--- config.mk ---
export PLATFORM = sky130hd
export DESIGN_NAME = quad_bram_ctrl
export DESIGN_NICKNAME = d
export VERILOG_FILES = /design/src/design/cnn_accel_pkg.sv /design/src/design/quad_ctrl_fsm.sv /design/src/design/pfb_row_reader.sv /design/src/design/seq_read_timer.sv /design/src/design/ce_exec_pipeline.sv /design/src/design/quad_bram_ctrl.sv
export SDC_FILE = /design/constraint.sdc
export NUM_CORES = 1
export LEC_CHECK = 0
export BUFFER_PORTS_ARGS = -buffer_cell sky130_fd_sc_hd__buf_2
export CAP_MARGIN = 30
export CORE_ASPECT_RATIO = 0.5
export CORE_MARGIN = 2
export CORE_UTILIZATION = 45
export DETAILED_ROUTE_END_ITERATION = 8
export GPL_ROUTABILITY_DRIVEN = 0
export PLACE_DENSITY = 0.73
export SLEW_MARGIN = 20
export SYNTH_ARGS = -nofsm -noshare
export SYNTH_HDL_FRONTEND = slang
export SYNTH_SLANG_ARGS = --single-unit
--- constraint.sdc ---
create_clock -name clk -period 3.4 [get_ports clk]
set_clock_uncertainty 0.15 [all_clocks]
set_input_delay 0.51 -clock clk [delete_from_list [all_inputs] [get_ports clk]]
set_output_delay 0.51 -clock clk [all_outputs]
set_load 0.02 [all_outputs]
--- src/design/cnn_accel_pkg.sv ---
package cnn_accel_pkg;

    ////////////////////////////////////////
    // BRAM quad geometry
    ////////////////////////////////////////

    localparam int BRAM_DEPTH = 512;
    // Row and column index width
    localparam int ADDR_W = $clog2(BRAM_DEPTH);

    // Engines fed by one quad
    localparam int NUM_AWE        = 4;
    localparam int NUM_CE_PER_AWE = 2;
    localparam int NUM_CE         = NUM_AWE * NUM_CE_PER_AWE;

    ////////////////////////////////////////
    // Sequencing
    ////////////////////////////////////////

    // Last cycle index of one output pixel, six sequence reads per pixel
    localparam logic [2:0] CYCLE_COUNT = 3'd5;

    localparam int SEQ_ADDR_W = 12;
    localparam int PFB_CNT_W  = 10;

    // Input rows held before the first output row starts
    localparam int PRIME_ROWS = 4;

    // Cycles from sequence BRAM read enable to data out
    localparam int SEQ_RD_LATENCY = 3;

    // Controller states
    typedef enum logic [2:0] {
        ST_IDLE          = 3'd0,
        ST_PRIME         = 3'd1,
        ST_WAIT_FETCH    = 3'd2,
        ST_ACTIVE        = 3'd3,
        ST_WAIT_JOB_DONE = 3'd4,
        ST_SEND_COMPLETE = 3'd5
    } quad_state_t;

endpackage

--- src/design/quad_ctrl_fsm.sv ---
`timescale 1ns/1ps

module quad_ctrl_fsm (
    input  logic                       clk,
    input  logic                       rst,
    input  logic                       job_start,
    input  logic                       job_fetch_ack,
    input  logic                       job_fetch_complete,
    input  logic                       job_complete_ack,
    input  logic                       pipeline_flushed,
    input  logic                       prime_done,
    input  logic                       row_loaded,
    input  logic                       pfb_empty,
    input  logic                       row_done,
    input  logic                       last_row,
    output logic                       job_accept,
    output logic                       job_fetch_request,
    output logic                       job_fetch_in_progress,
    output logic                       job_complete,
    output logic                       prime_en,
    output logic                       row_load_en,
    output logic                       seq_en,
    output logic                       seq_restart,
    output logic                       clear,
    output cnn_accel_pkg::quad_state_t state
);
    import cnn_accel_pkg::*;

    // State to resume once a fetch completes
    quad_state_t return_state;
    // Set while a fetched row still has to be read during a pass
    logic        load_pending;

    assign prime_en    = (state == ST_PRIME);
    assign seq_en      = (state == ST_ACTIVE);
    // Next input row is read while the pass runs
    assign row_load_en = seq_en && load_pending;
    // Complete acknowledge wipes every counter
    assign clear       = (state == ST_SEND_COMPLETE) && job_complete_ack;

    ////////////////////////////////////////
    // Job, fetch and row sequencing
    ////////////////////////////////////////

    always_ff @(posedge clk) begin
        if (rst) begin
            state                 <= ST_IDLE;
            return_state          <= ST_IDLE;
            job_accept            <= 1'b0;
            job_fetch_request     <= 1'b0;
            job_fetch_in_progress <= 1'b0;
            job_complete          <= 1'b0;
            load_pending          <= 1'b0;
            seq_restart           <= 1'b0;
        end else begin
            // Single-cycle pulses
            job_accept  <= 1'b0;
            seq_restart <= 1'b0;
            case (state)
                ST_IDLE: begin
                    if (job_start) begin
                        job_accept <= 1'b1;
                        state      <= ST_PRIME;
                    end
                end
                ST_PRIME: begin
                    // Enough rows buffered, start the first pass
                    if (prime_done) begin
                        seq_restart <= 1'b1;
                        state       <= ST_ACTIVE;
                    end else if (pfb_empty) begin
                        return_state <= ST_PRIME;
                        state        <= ST_WAIT_FETCH;
                    end
                end
                ST_WAIT_FETCH: begin
                    // Request level drops once acked
                    if (job_fetch_ack) begin
                        job_fetch_request     <= 1'b0;
                        job_fetch_in_progress <= 1'b1;
                    end else if (!job_fetch_in_progress) begin
                        job_fetch_request <= 1'b1;
                    end
                    if (job_fetch_complete) begin
                        job_fetch_in_progress <= 1'b0;
                        state                 <= return_state;
                        // Row fetch during the job, read it in the next pass
                        if (return_state == ST_ACTIVE) begin
                            load_pending <= 1'b1;
                            seq_restart  <= 1'b1;
                        end
                    end
                end
                ST_ACTIVE: begin
                    if (row_loaded) begin
                        load_pending <= 1'b0;
                    end
                    if (row_done) begin
                        if (last_row) begin
                            state <= ST_WAIT_JOB_DONE;
                        end else begin
                            return_state <= ST_ACTIVE;
                            state        <= ST_WAIT_FETCH;
                        end
                    end
                end
                ST_WAIT_JOB_DONE: begin
                    // CE chain must drain first
                    if (pipeline_flushed) begin
                        state <= ST_SEND_COMPLETE;
                    end
                end
                ST_SEND_COMPLETE: begin
                    if (job_complete_ack) begin
                        job_complete <= 1'b0;
                        state        <= ST_IDLE;
                    end else begin
                        job_complete <= 1'b1;
                    end
                end
                default: begin
                    state <= ST_IDLE;
                end
            endcase
        end
    end

    // No new fetch request while the previous fetch runs
    a_no_req_in_fetch: assert property (@(posedge clk) disable iff (rst)
        $rose(job_fetch_request) |-> !job_fetch_in_progress)
        else $error("fetch request raised during fetch in progress");

    a_state_legal: assert property (@(posedge clk) disable iff (rst)
        state inside {ST_IDLE, ST_PRIME, ST_WAIT_FETCH, ST_ACTIVE,
                      ST_WAIT_JOB_DONE, ST_SEND_COMPLETE})
        else $error("illegal controller state %0d", state);

endmodule

--- src/design/pfb_row_reader.sv ---
`timescale 1ns/1ps

module pfb_row_reader (
    input  logic                                clk,
    input  logic                                rst,
    input  logic                                job_fetch_complete,
    input  logic                                prime_en,
    input  logic                                row_load_en,
    input  logic                                clear,
    input  logic [cnn_accel_pkg::PFB_CNT_W-1:0] pfb_full_count,
    input  logic [cnn_accel_pkg::ADDR_W-1:0]    num_input_cols,
    output logic                                pfb_rden,
    output logic                                pfb_empty,
    output logic                                prime_done,
    output logic                                row_loaded,
    output logic [cnn_accel_pkg::ADDR_W-1:0]    input_row,
    output logic [cnn_accel_pkg::ADDR_W-1:0]    input_col
);
    import cnn_accel_pkg::*;

    // Words left in the prefetch buffer
    logic [PFB_CNT_W-1:0] pfb_count;
    logic                 rd_en;
    logic                 col_wrap;

    assign rd_en      = prime_en || row_load_en;
    // Last column of a row being read
    assign col_wrap   = pfb_rden && (input_col == num_input_cols);
    assign pfb_empty  = (pfb_count == '0);
    assign prime_done = (input_row >= ADDR_W'(PRIME_ROWS));
    assign row_loaded = row_load_en && col_wrap;

    always_ff @(posedge clk) begin
        if (rst || clear) begin
            pfb_count <= '0;
            pfb_rden  <= 1'b0;
            input_row <= '0;
            input_col <= '0;
        end else begin
            // Stop one early when the last word is already in flight
            pfb_rden <= rd_en && ((pfb_count > 1) || (pfb_count == 1 && !pfb_rden));
            if (job_fetch_complete) begin
                pfb_count <= pfb_full_count;
            end else if (pfb_rden) begin
                pfb_count <= pfb_count - 1'b1;
            end
            // Input position follows every read
            if (col_wrap) begin
                input_col <= '0;
                input_row <= input_row + 1'b1;
            end else if (pfb_rden) begin
                input_col <= input_col + 1'b1;
            end
        end
    end

    a_rden_nonzero: assert property (@(posedge clk) disable iff (rst)
        pfb_rden |-> pfb_count != '0)
        else $error("PFB read with empty word count");

endmodule

--- src/design/seq_read_timer.sv ---
`timescale 1ns/1ps

module seq_read_timer (
    input  logic                                 clk,
    input  logic                                 rst,
    input  logic                                 seq_en,
    input  logic                                 seq_restart,
    input  logic                                 clear,
    input  logic [cnn_accel_pkg::ADDR_W-1:0]     num_output_cols,
    input  logic [cnn_accel_pkg::ADDR_W-1:0]     num_output_rows,
    output logic                                 seq_rden,
    output logic                                 row_done,
    output logic                                 last_row,
    output logic [cnn_accel_pkg::SEQ_ADDR_W-1:0] seq_addr
);
    import cnn_accel_pkg::*;

    // Address of the next read
    logic [SEQ_ADDR_W-1:0] rd_ptr;
    logic [SEQ_ADDR_W-1:0] pass_len;
    logic [2:0]            cycle_cnt;
    logic [ADDR_W-1:0]     output_col;
    logic [ADDR_W-1:0]     output_row;

    // Reads in one output row pass
    assign pass_len = (SEQ_ADDR_W'(num_output_cols) + 1'b1) * (SEQ_ADDR_W'(CYCLE_COUNT) + 1'b1);

    // Final read of the last pixel in the row
    assign row_done = seq_rden && (cycle_cnt == CYCLE_COUNT) && (output_col == num_output_cols);
    assign last_row = (output_row == num_output_rows);

    ////////////////////////////////////////
    // Read enable and address
    ////////////////////////////////////////

    always_ff @(posedge clk) begin
        if (rst || clear) begin
            seq_rden   <= 1'b0;
            rd_ptr     <= '0;
            seq_addr   <= '0;
            cycle_cnt  <= '0;
            output_col <= '0;
            output_row <= '0;
        end else begin
            // Back-to-back reads until the pass ends
            seq_rden <= seq_en && !row_done;
            if (seq_restart) begin
                rd_ptr     <= '0;
                cycle_cnt  <= '0;
                output_col <= '0;
            end else if (seq_rden) begin
                // Address lines up with the registered BRAM enable
                seq_addr <= rd_ptr;
                if (row_done) begin
                    rd_ptr <= '0;
                end else begin
                    rd_ptr <= rd_ptr + 1'b1;
                end
                // Pixel boundary
                if (cycle_cnt == CYCLE_COUNT) begin
                    cycle_cnt <= '0;
                    if (output_col == num_output_cols) begin
                        output_col <= '0;
                        output_row <= output_row + 1'b1;
                    end else begin
                        output_col <= output_col + 1'b1;
                    end
                end else begin
                    cycle_cnt <= cycle_cnt + 1'b1;
                end
            end
        end
    end

    a_addr_in_pass: assert property (@(posedge clk) disable iff (rst)
        seq_addr < pass_len)
        else $error("sequence address %0d beyond pass length %0d", seq_addr, pass_len);

endmodule

--- src/design/ce_exec_pipeline.sv ---
`timescale 1ns/1ps

module ce_exec_pipeline (
    input  logic                            clk,
    input  logic                            rst,
    input  logic                            seq_rden,
    input  logic                            row_done,
    output logic                            pix_seq_bram_rden,
    output logic [cnn_accel_pkg::NUM_CE-1:0] ce_execute,
    output logic [cnn_accel_pkg::NUM_CE-1:0] next_kernel
);
    import cnn_accel_pkg::*;

    // Read latency stages followed by one stage per CE
    localparam int SR_LEN = SEQ_RD_LATENCY + NUM_CE - 1;

    logic [SR_LEN-1:0] exec_sr;
    logic [SR_LEN-1:0] kern_sr;

    ////////////////////////////////////////
    // Delay and CE shift chains
    ////////////////////////////////////////

    always_ff @(posedge clk) begin
        if (rst) begin
            exec_sr <= '0;
            kern_sr <= '0;
        end else begin
            exec_sr <= {exec_sr[SR_LEN-2:0], seq_rden};
            // End of row becomes the next-kernel strobe
            kern_sr <= {kern_sr[SR_LEN-2:0], row_done};
        end
    end

    // First stage drives the BRAM port
    assign pix_seq_bram_rden = exec_sr[0];

    // CE k sees data SEQ_RD_LATENCY+k cycles after the read
    assign ce_execute  = exec_sr[SR_LEN-1:SEQ_RD_LATENCY-1];
    assign next_kernel = kern_sr[SR_LEN-1:SEQ_RD_LATENCY-1];

endmodule

--- src/design/quad_bram_ctrl.sv ---
`timescale 1ns/1ps

module quad_bram_ctrl (
    input  logic                                 clk,
    input  logic                                 rst,
    input  logic [cnn_accel_pkg::ADDR_W-1:0]     num_input_cols,
    input  logic [cnn_accel_pkg::ADDR_W-1:0]     num_input_rows,
    input  logic [cnn_accel_pkg::ADDR_W-1:0]     num_output_cols,
    input  logic [cnn_accel_pkg::ADDR_W-1:0]     num_output_rows,
    input  logic                                 job_start,
    input  logic                                 job_fetch_ack,
    input  logic                                 job_fetch_complete,
    input  logic                                 job_complete_ack,
    input  logic                                 pipeline_flushed,
    input  logic [cnn_accel_pkg::PFB_CNT_W-1:0]  pfb_full_count,
    output logic                                 job_accept,
    output logic                                 job_fetch_request,
    output logic                                 job_fetch_in_progress,
    output logic                                 job_complete,
    output logic                                 pfb_rden,
    output logic                                 pix_seq_bram_rden,
    output logic [cnn_accel_pkg::ADDR_W-1:0]     input_row,
    output logic [cnn_accel_pkg::ADDR_W-1:0]     input_col,
    output logic [cnn_accel_pkg::SEQ_ADDR_W-1:0] pix_seq_bram_rdaddr,
    output logic [cnn_accel_pkg::NUM_CE-1:0]     ce_execute,
    output logic [cnn_accel_pkg::NUM_CE-1:0]     next_kernel,
    output cnn_accel_pkg::quad_state_t           state
);

    // FSM to PFB reader
    logic prime_en;
    logic row_load_en;
    logic prime_done;
    logic row_loaded;
    logic pfb_empty;
    // FSM to sequence timer
    logic seq_en;
    logic seq_restart;
    logic row_done;
    logic last_row;
    logic seq_rden;
    logic clear;

    quad_ctrl_fsm u_fsm (
        .clk                   (clk),
        .rst                   (rst),
        .job_start             (job_start),
        .job_fetch_ack         (job_fetch_ack),
        .job_fetch_complete    (job_fetch_complete),
        .job_complete_ack      (job_complete_ack),
        .pipeline_flushed      (pipeline_flushed),
        .prime_done            (prime_done),
        .row_loaded            (row_loaded),
        .pfb_empty             (pfb_empty),
        .row_done              (row_done),
        .last_row              (last_row),
        .job_accept            (job_accept),
        .job_fetch_request     (job_fetch_request),
        .job_fetch_in_progress (job_fetch_in_progress),
        .job_complete          (job_complete),
        .prime_en              (prime_en),
        .row_load_en           (row_load_en),
        .seq_en                (seq_en),
        .seq_restart           (seq_restart),
        .clear                 (clear),
        .state                 (state)
    );

    pfb_row_reader u_pfb_reader (
        .clk                (clk),
        .rst                (rst),
        .job_fetch_complete (job_fetch_complete),
        .prime_en           (prime_en),
        .row_load_en        (row_load_en),
        .clear              (clear),
        .pfb_full_count     (pfb_full_count),
        .num_input_cols     (num_input_cols),
        .pfb_rden           (pfb_rden),
        .pfb_empty          (pfb_empty),
        .prime_done         (prime_done),
        .row_loaded         (row_loaded),
        .input_row          (input_row),
        .input_col          (input_col)
    );

    seq_read_timer u_seq_timer (
        .clk             (clk),
        .rst             (rst),
        .seq_en          (seq_en),
        .seq_restart     (seq_restart),
        .clear           (clear),
        .num_output_cols (num_output_cols),
        .num_output_rows (num_output_rows),
        .seq_rden        (seq_rden),
        .row_done        (row_done),
        .last_row        (last_row),
        .seq_addr        (pix_seq_bram_rdaddr)
    );

    ce_exec_pipeline u_ce_pipe (
        .clk               (clk),
        .rst               (rst),
        .seq_rden          (seq_rden),
        .row_done          (row_done),
        .pix_seq_bram_rden (pix_seq_bram_rden),
        .ce_execute        (ce_execute),
        .next_kernel       (next_kernel)
    );

    // Row fetches never run past the last input row of the layer
    a_row_in_layer: assert property (@(posedge clk) disable iff (rst)
        pfb_rden |-> input_row <= num_input_rows)
        else $error("PFB read at input row %0d past layer end", input_row);

endmodule

==> results.toml <==
[worst_hold_path]
whs_endpoint = "u_fsm.job_fetch_request"
min_path_cells = 2
hp-start = "job_fetch_ack"
hold_path.class = "in -> reg"

[worst_setup_path]
reg2reg_from = "u_seq_timer.seq_rden"
worstPathRequired_ps = 3450
reg2reg_depth = 6
ff2ff_setup_slack_ps = 890
cp_data_arrival_time_ps = 2560
path_class = "reg -> reg"
critPathLaunchType = "flip-flop"
worstPathMaxFanout = 19
end_kind = "flip-flop"
r2r-end = "u_seq_timer.output_col[0]"

[synth]
synthDistinctLibCells = 49
synth_area_sq_um = 4867
muxShareOfSynthArea_pct = 2.339
synth_flop_cell = "dfxtp_1"
postSynthCellCount = 553
synthAdderAreaFrac_pct = 2.314
synth_top_family_by_area = "simple AND/OR/NAND/NOR gates"
synth_edf_count = 0
synth_xor_area_share_pct = 11.88
seq_area_frac_synth_pct = 43.60
synth_simple_gate_area_share_pct = 25.12
synth_nets = 615
synth_compound_area_share_pct = 8.817
ys_ff_latch = 106
avgSynthCellArea_sq_um = 8.801
yosysWarnings = 0
async_flop_share_pct = 0

[grt]
grt_overflow = 0
grt_pass1_vias = 3609
grt_pass1_wl_um = 16070
grt_usage_pct = 16.92
grt_max_degree = 44
antenna_found_initial = 0

[timing]
finalSetupViolCount = 0
rsz0062_at_grt = "false"
slew_violations = 0
worst_pin_slew_ps = 896.4
fmax_mhz = 397.9
min_period_ps = 2513
slew_headroom_pct = 40.11
setup_tns_ps = 0
hold_viol = 0
fin_crit_sh_pct = 73.92

[place]
hpwl_um = 7075
io_buffers = 98
dpl_cell_area_sq_um = 5334

[pwr]
seqPwrFrac_pct = 47.1
p_int_mw = 2.086
p_leak_nw = 2.278
peakVddDrop_mv = 0.2427
switchingPower_mw = 0.7206
pwr-share-comb_pct = 12.4
power_per_cell_area_nw_per_um2 = 495.5
swShare_pct = 25.67
clkPwrFrac_pct = 40.6
p_total_mw = 2.807

[layout]
antenna_cells = 0
utilization_pct = 54.58
final_area_sq_um = 5664
areaGrowthSynthToFinish_pct = 16.38
fin_nets = 688
post_route_cells_drive_above_1_share_pct = 20.60

[cts]
cts-resized-gates = 0
htreeDepth = 3
postCtsSetupBuffers = 0
ctsHoldBuffers = 0
numCtsBuffers = 9
cts_tree = "yes"
path_clk_slew_ps = 70
clkSinkCount = 106
root_buffer = "clkbuf_16"
clock_path_buffers = 2
clk_latency_ps = 340

[die]
die_w_um = 151.1
rows = 26
start_util_pct = 46.90
dieArea_sq_um = 11710
die_h_um = 77.54
core-area_sq_um = 10380
io_pins = 108

[outcome]
status = "completed"

[detailed_routing]
via_count = 3937
wl_per_cell_um = 12.77
dr.first_iter.drc_count = 182
drc = 0
antenna_left = 0
vias_per_cell = 5.106
drtPass1Iterations = 4
drt-total-wl_um = 9847

[flow_run]
drv_cap = 0
## state kept, by name, indices dropped and copies added, names as in the netlist, 2 cells and up
signal and flops:
u_fsm.return_state 2, u_ce_pipe.exec_sr 10, u_pfb_reader.pfb_count 10, u_seq_timer.output_row 9
u_seq_timer.cycle_cnt 3, u_pfb_reader.input_row 9, u_fsm.state 3, u_pfb_reader.input_col 9
u_seq_timer.output_col 9, u_seq_timer.seq_addr 12, u_seq_timer.rd_ptr 12, u_ce_pipe.kern_sr 10
## how the worst max path moves through the flow
stage,from,to
2_1_floorplan,u_pfb_reader.input_row[5],u_fsm.return_state[1]
3_3_place_gp,num_output_cols[4],u_seq_timer.rd_ptr[10]
3_5_place_dp,num_output_cols[4],u_seq_timer.rd_ptr[11]
4_1_cts,u_seq_timer.seq_rden,u_seq_timer.output_col[0]
5_1_grt,u_seq_timer.seq_rden,u_seq_timer.output_col[4]
6_report,u_seq_timer.seq_rden,u_seq_timer.output_col[0]
## cells in the final DEF (no fill, tap or decap), types with 5 or more instances in the layout
| cell | count |
|---|---|
| a21oi_1 | 36 |
| o21ai_0 | 7 |
| buf_2 | 98 |
| buf_4 | 5 |
| a211oi_1 | 9 |
| clkbuf_16 | 9 |
| nor4_1 | 7 |
| nand4_1 | 20 |
| inv_1 | 14 |
| nor2_1 | 63 |
| xnor2_1 | 31 |
| mux2i_1 | 8 |
| or3_1 | 6 |
| or4_1 | 11 |
| nand2_1 | 53 |
| dfxtp_1 | 106 |
| o31ai_1 | 8 |
| nor3_1 | 6 |
| xor2_1 | 35 |
| nor2b_1 | 27 |
| ha_1 | 9 |
| nand2b_1 | 5 |
| nand3_1 | 12 |
## stage by stage
step,setup slack [ps],hold slack [ps],cells
6_report,886.7,214.4,771
3_3_place_gp,896.7,268.0,755
3_5_place_dp,817.7,276.1,755
2_1_floorplan,1183,263.8,553
4_1_cts,876.8,202.9,771
5_1_grt,658.8,216.7,771
## power groups by stage
| stage | Clock [mW] | Combinational, mW | Sequential (mW) |
|---|---|---|---|
| floorplan | 0 | 0.244 | 1.36 |
| global placement | 0 | 0.341 | 1.35 |
| detailed placement | 0 | 0.347 | 1.35 |
| CTS | 1.17 | 0.349 | 1.32 |
| global route | 1.22 | 0.383 | 1.33 |
| finish | 1.14 | 0.348 | 1.32 |
## logic make-up after synthesis
| logic type | count (synthesis) |
|---|---|
| XOR/XNOR | 66 |
| AO/OA/AOI/OAI | 70 |
| multiplexers | 11 |
| buffers and inverters | 55 |
| flip-flops | 106 |
| adder cells (fa/ha/maj) | 9 |
| AND/OR/NAND/NOR | 236 |
## Yosys cell counts, types with 2 or more instances
library cell  instances  area (sq um)
a211oi_1              9         67.56
a21oi_1              36         180.2
a31o_2                2         17.52
and2_1                2         12.51
and3_1                4         25.02
and4_1                4         35.03
buf_2                 3         15.01
buf_4                17         127.6
buf_6                 2         22.52
clkbuf_1             18         67.56
dfxtp_1             106          2122
ha_1                  9         112.6
inv_1                14         52.55
mux2_2                3         33.78
mux2i_1               8         80.08
nand2_1              53         198.9
nand2b_1              5         31.28
nand3_1              12         60.06
nand3b_1              2         15.01
nand4_1              20         125.1
nor2_1               63         236.5
nor2b_1              27         168.9
nor3_1                6         30.03
nor3b_1               4         30.03
nor4_1                7         43.79
o21ai_0               7         35.03
o31ai_1               8         60.06
or2_2                 2         12.51
or3_1                 6         37.54
or4_1                11         82.58
xnor2_1              31         271.5
xor2_1               35         306.5
## worst max-delay path, stage by stage (launching register included)
cell and delay (ps):
dfxtp_1 310, buf_4 180, and4b_1 450, nor2b_1 250
nand4_1 260, nand2b_1 660, nor2_1 110
## per-layer routing
layer  vias up  track usage, %  share of wire, %
li1       2020               -                 -
met1      1840           20.64                48
met2        73           28.95                47
met3         4           5.471               5.1
met4         0           4.299              0.56
met5         -               0                 0
## area by class of cell
type,count,area [sq um]
fill,1003,4713
multi-input combinational,392,2456
sequential,106,2122
timing repair buffer,103,528.0
clock buffer,9,225.2
tap,140,175.2
clock inverter,7,105.1
inverter,14,52.55
Power figures use the tool's default switching activity.
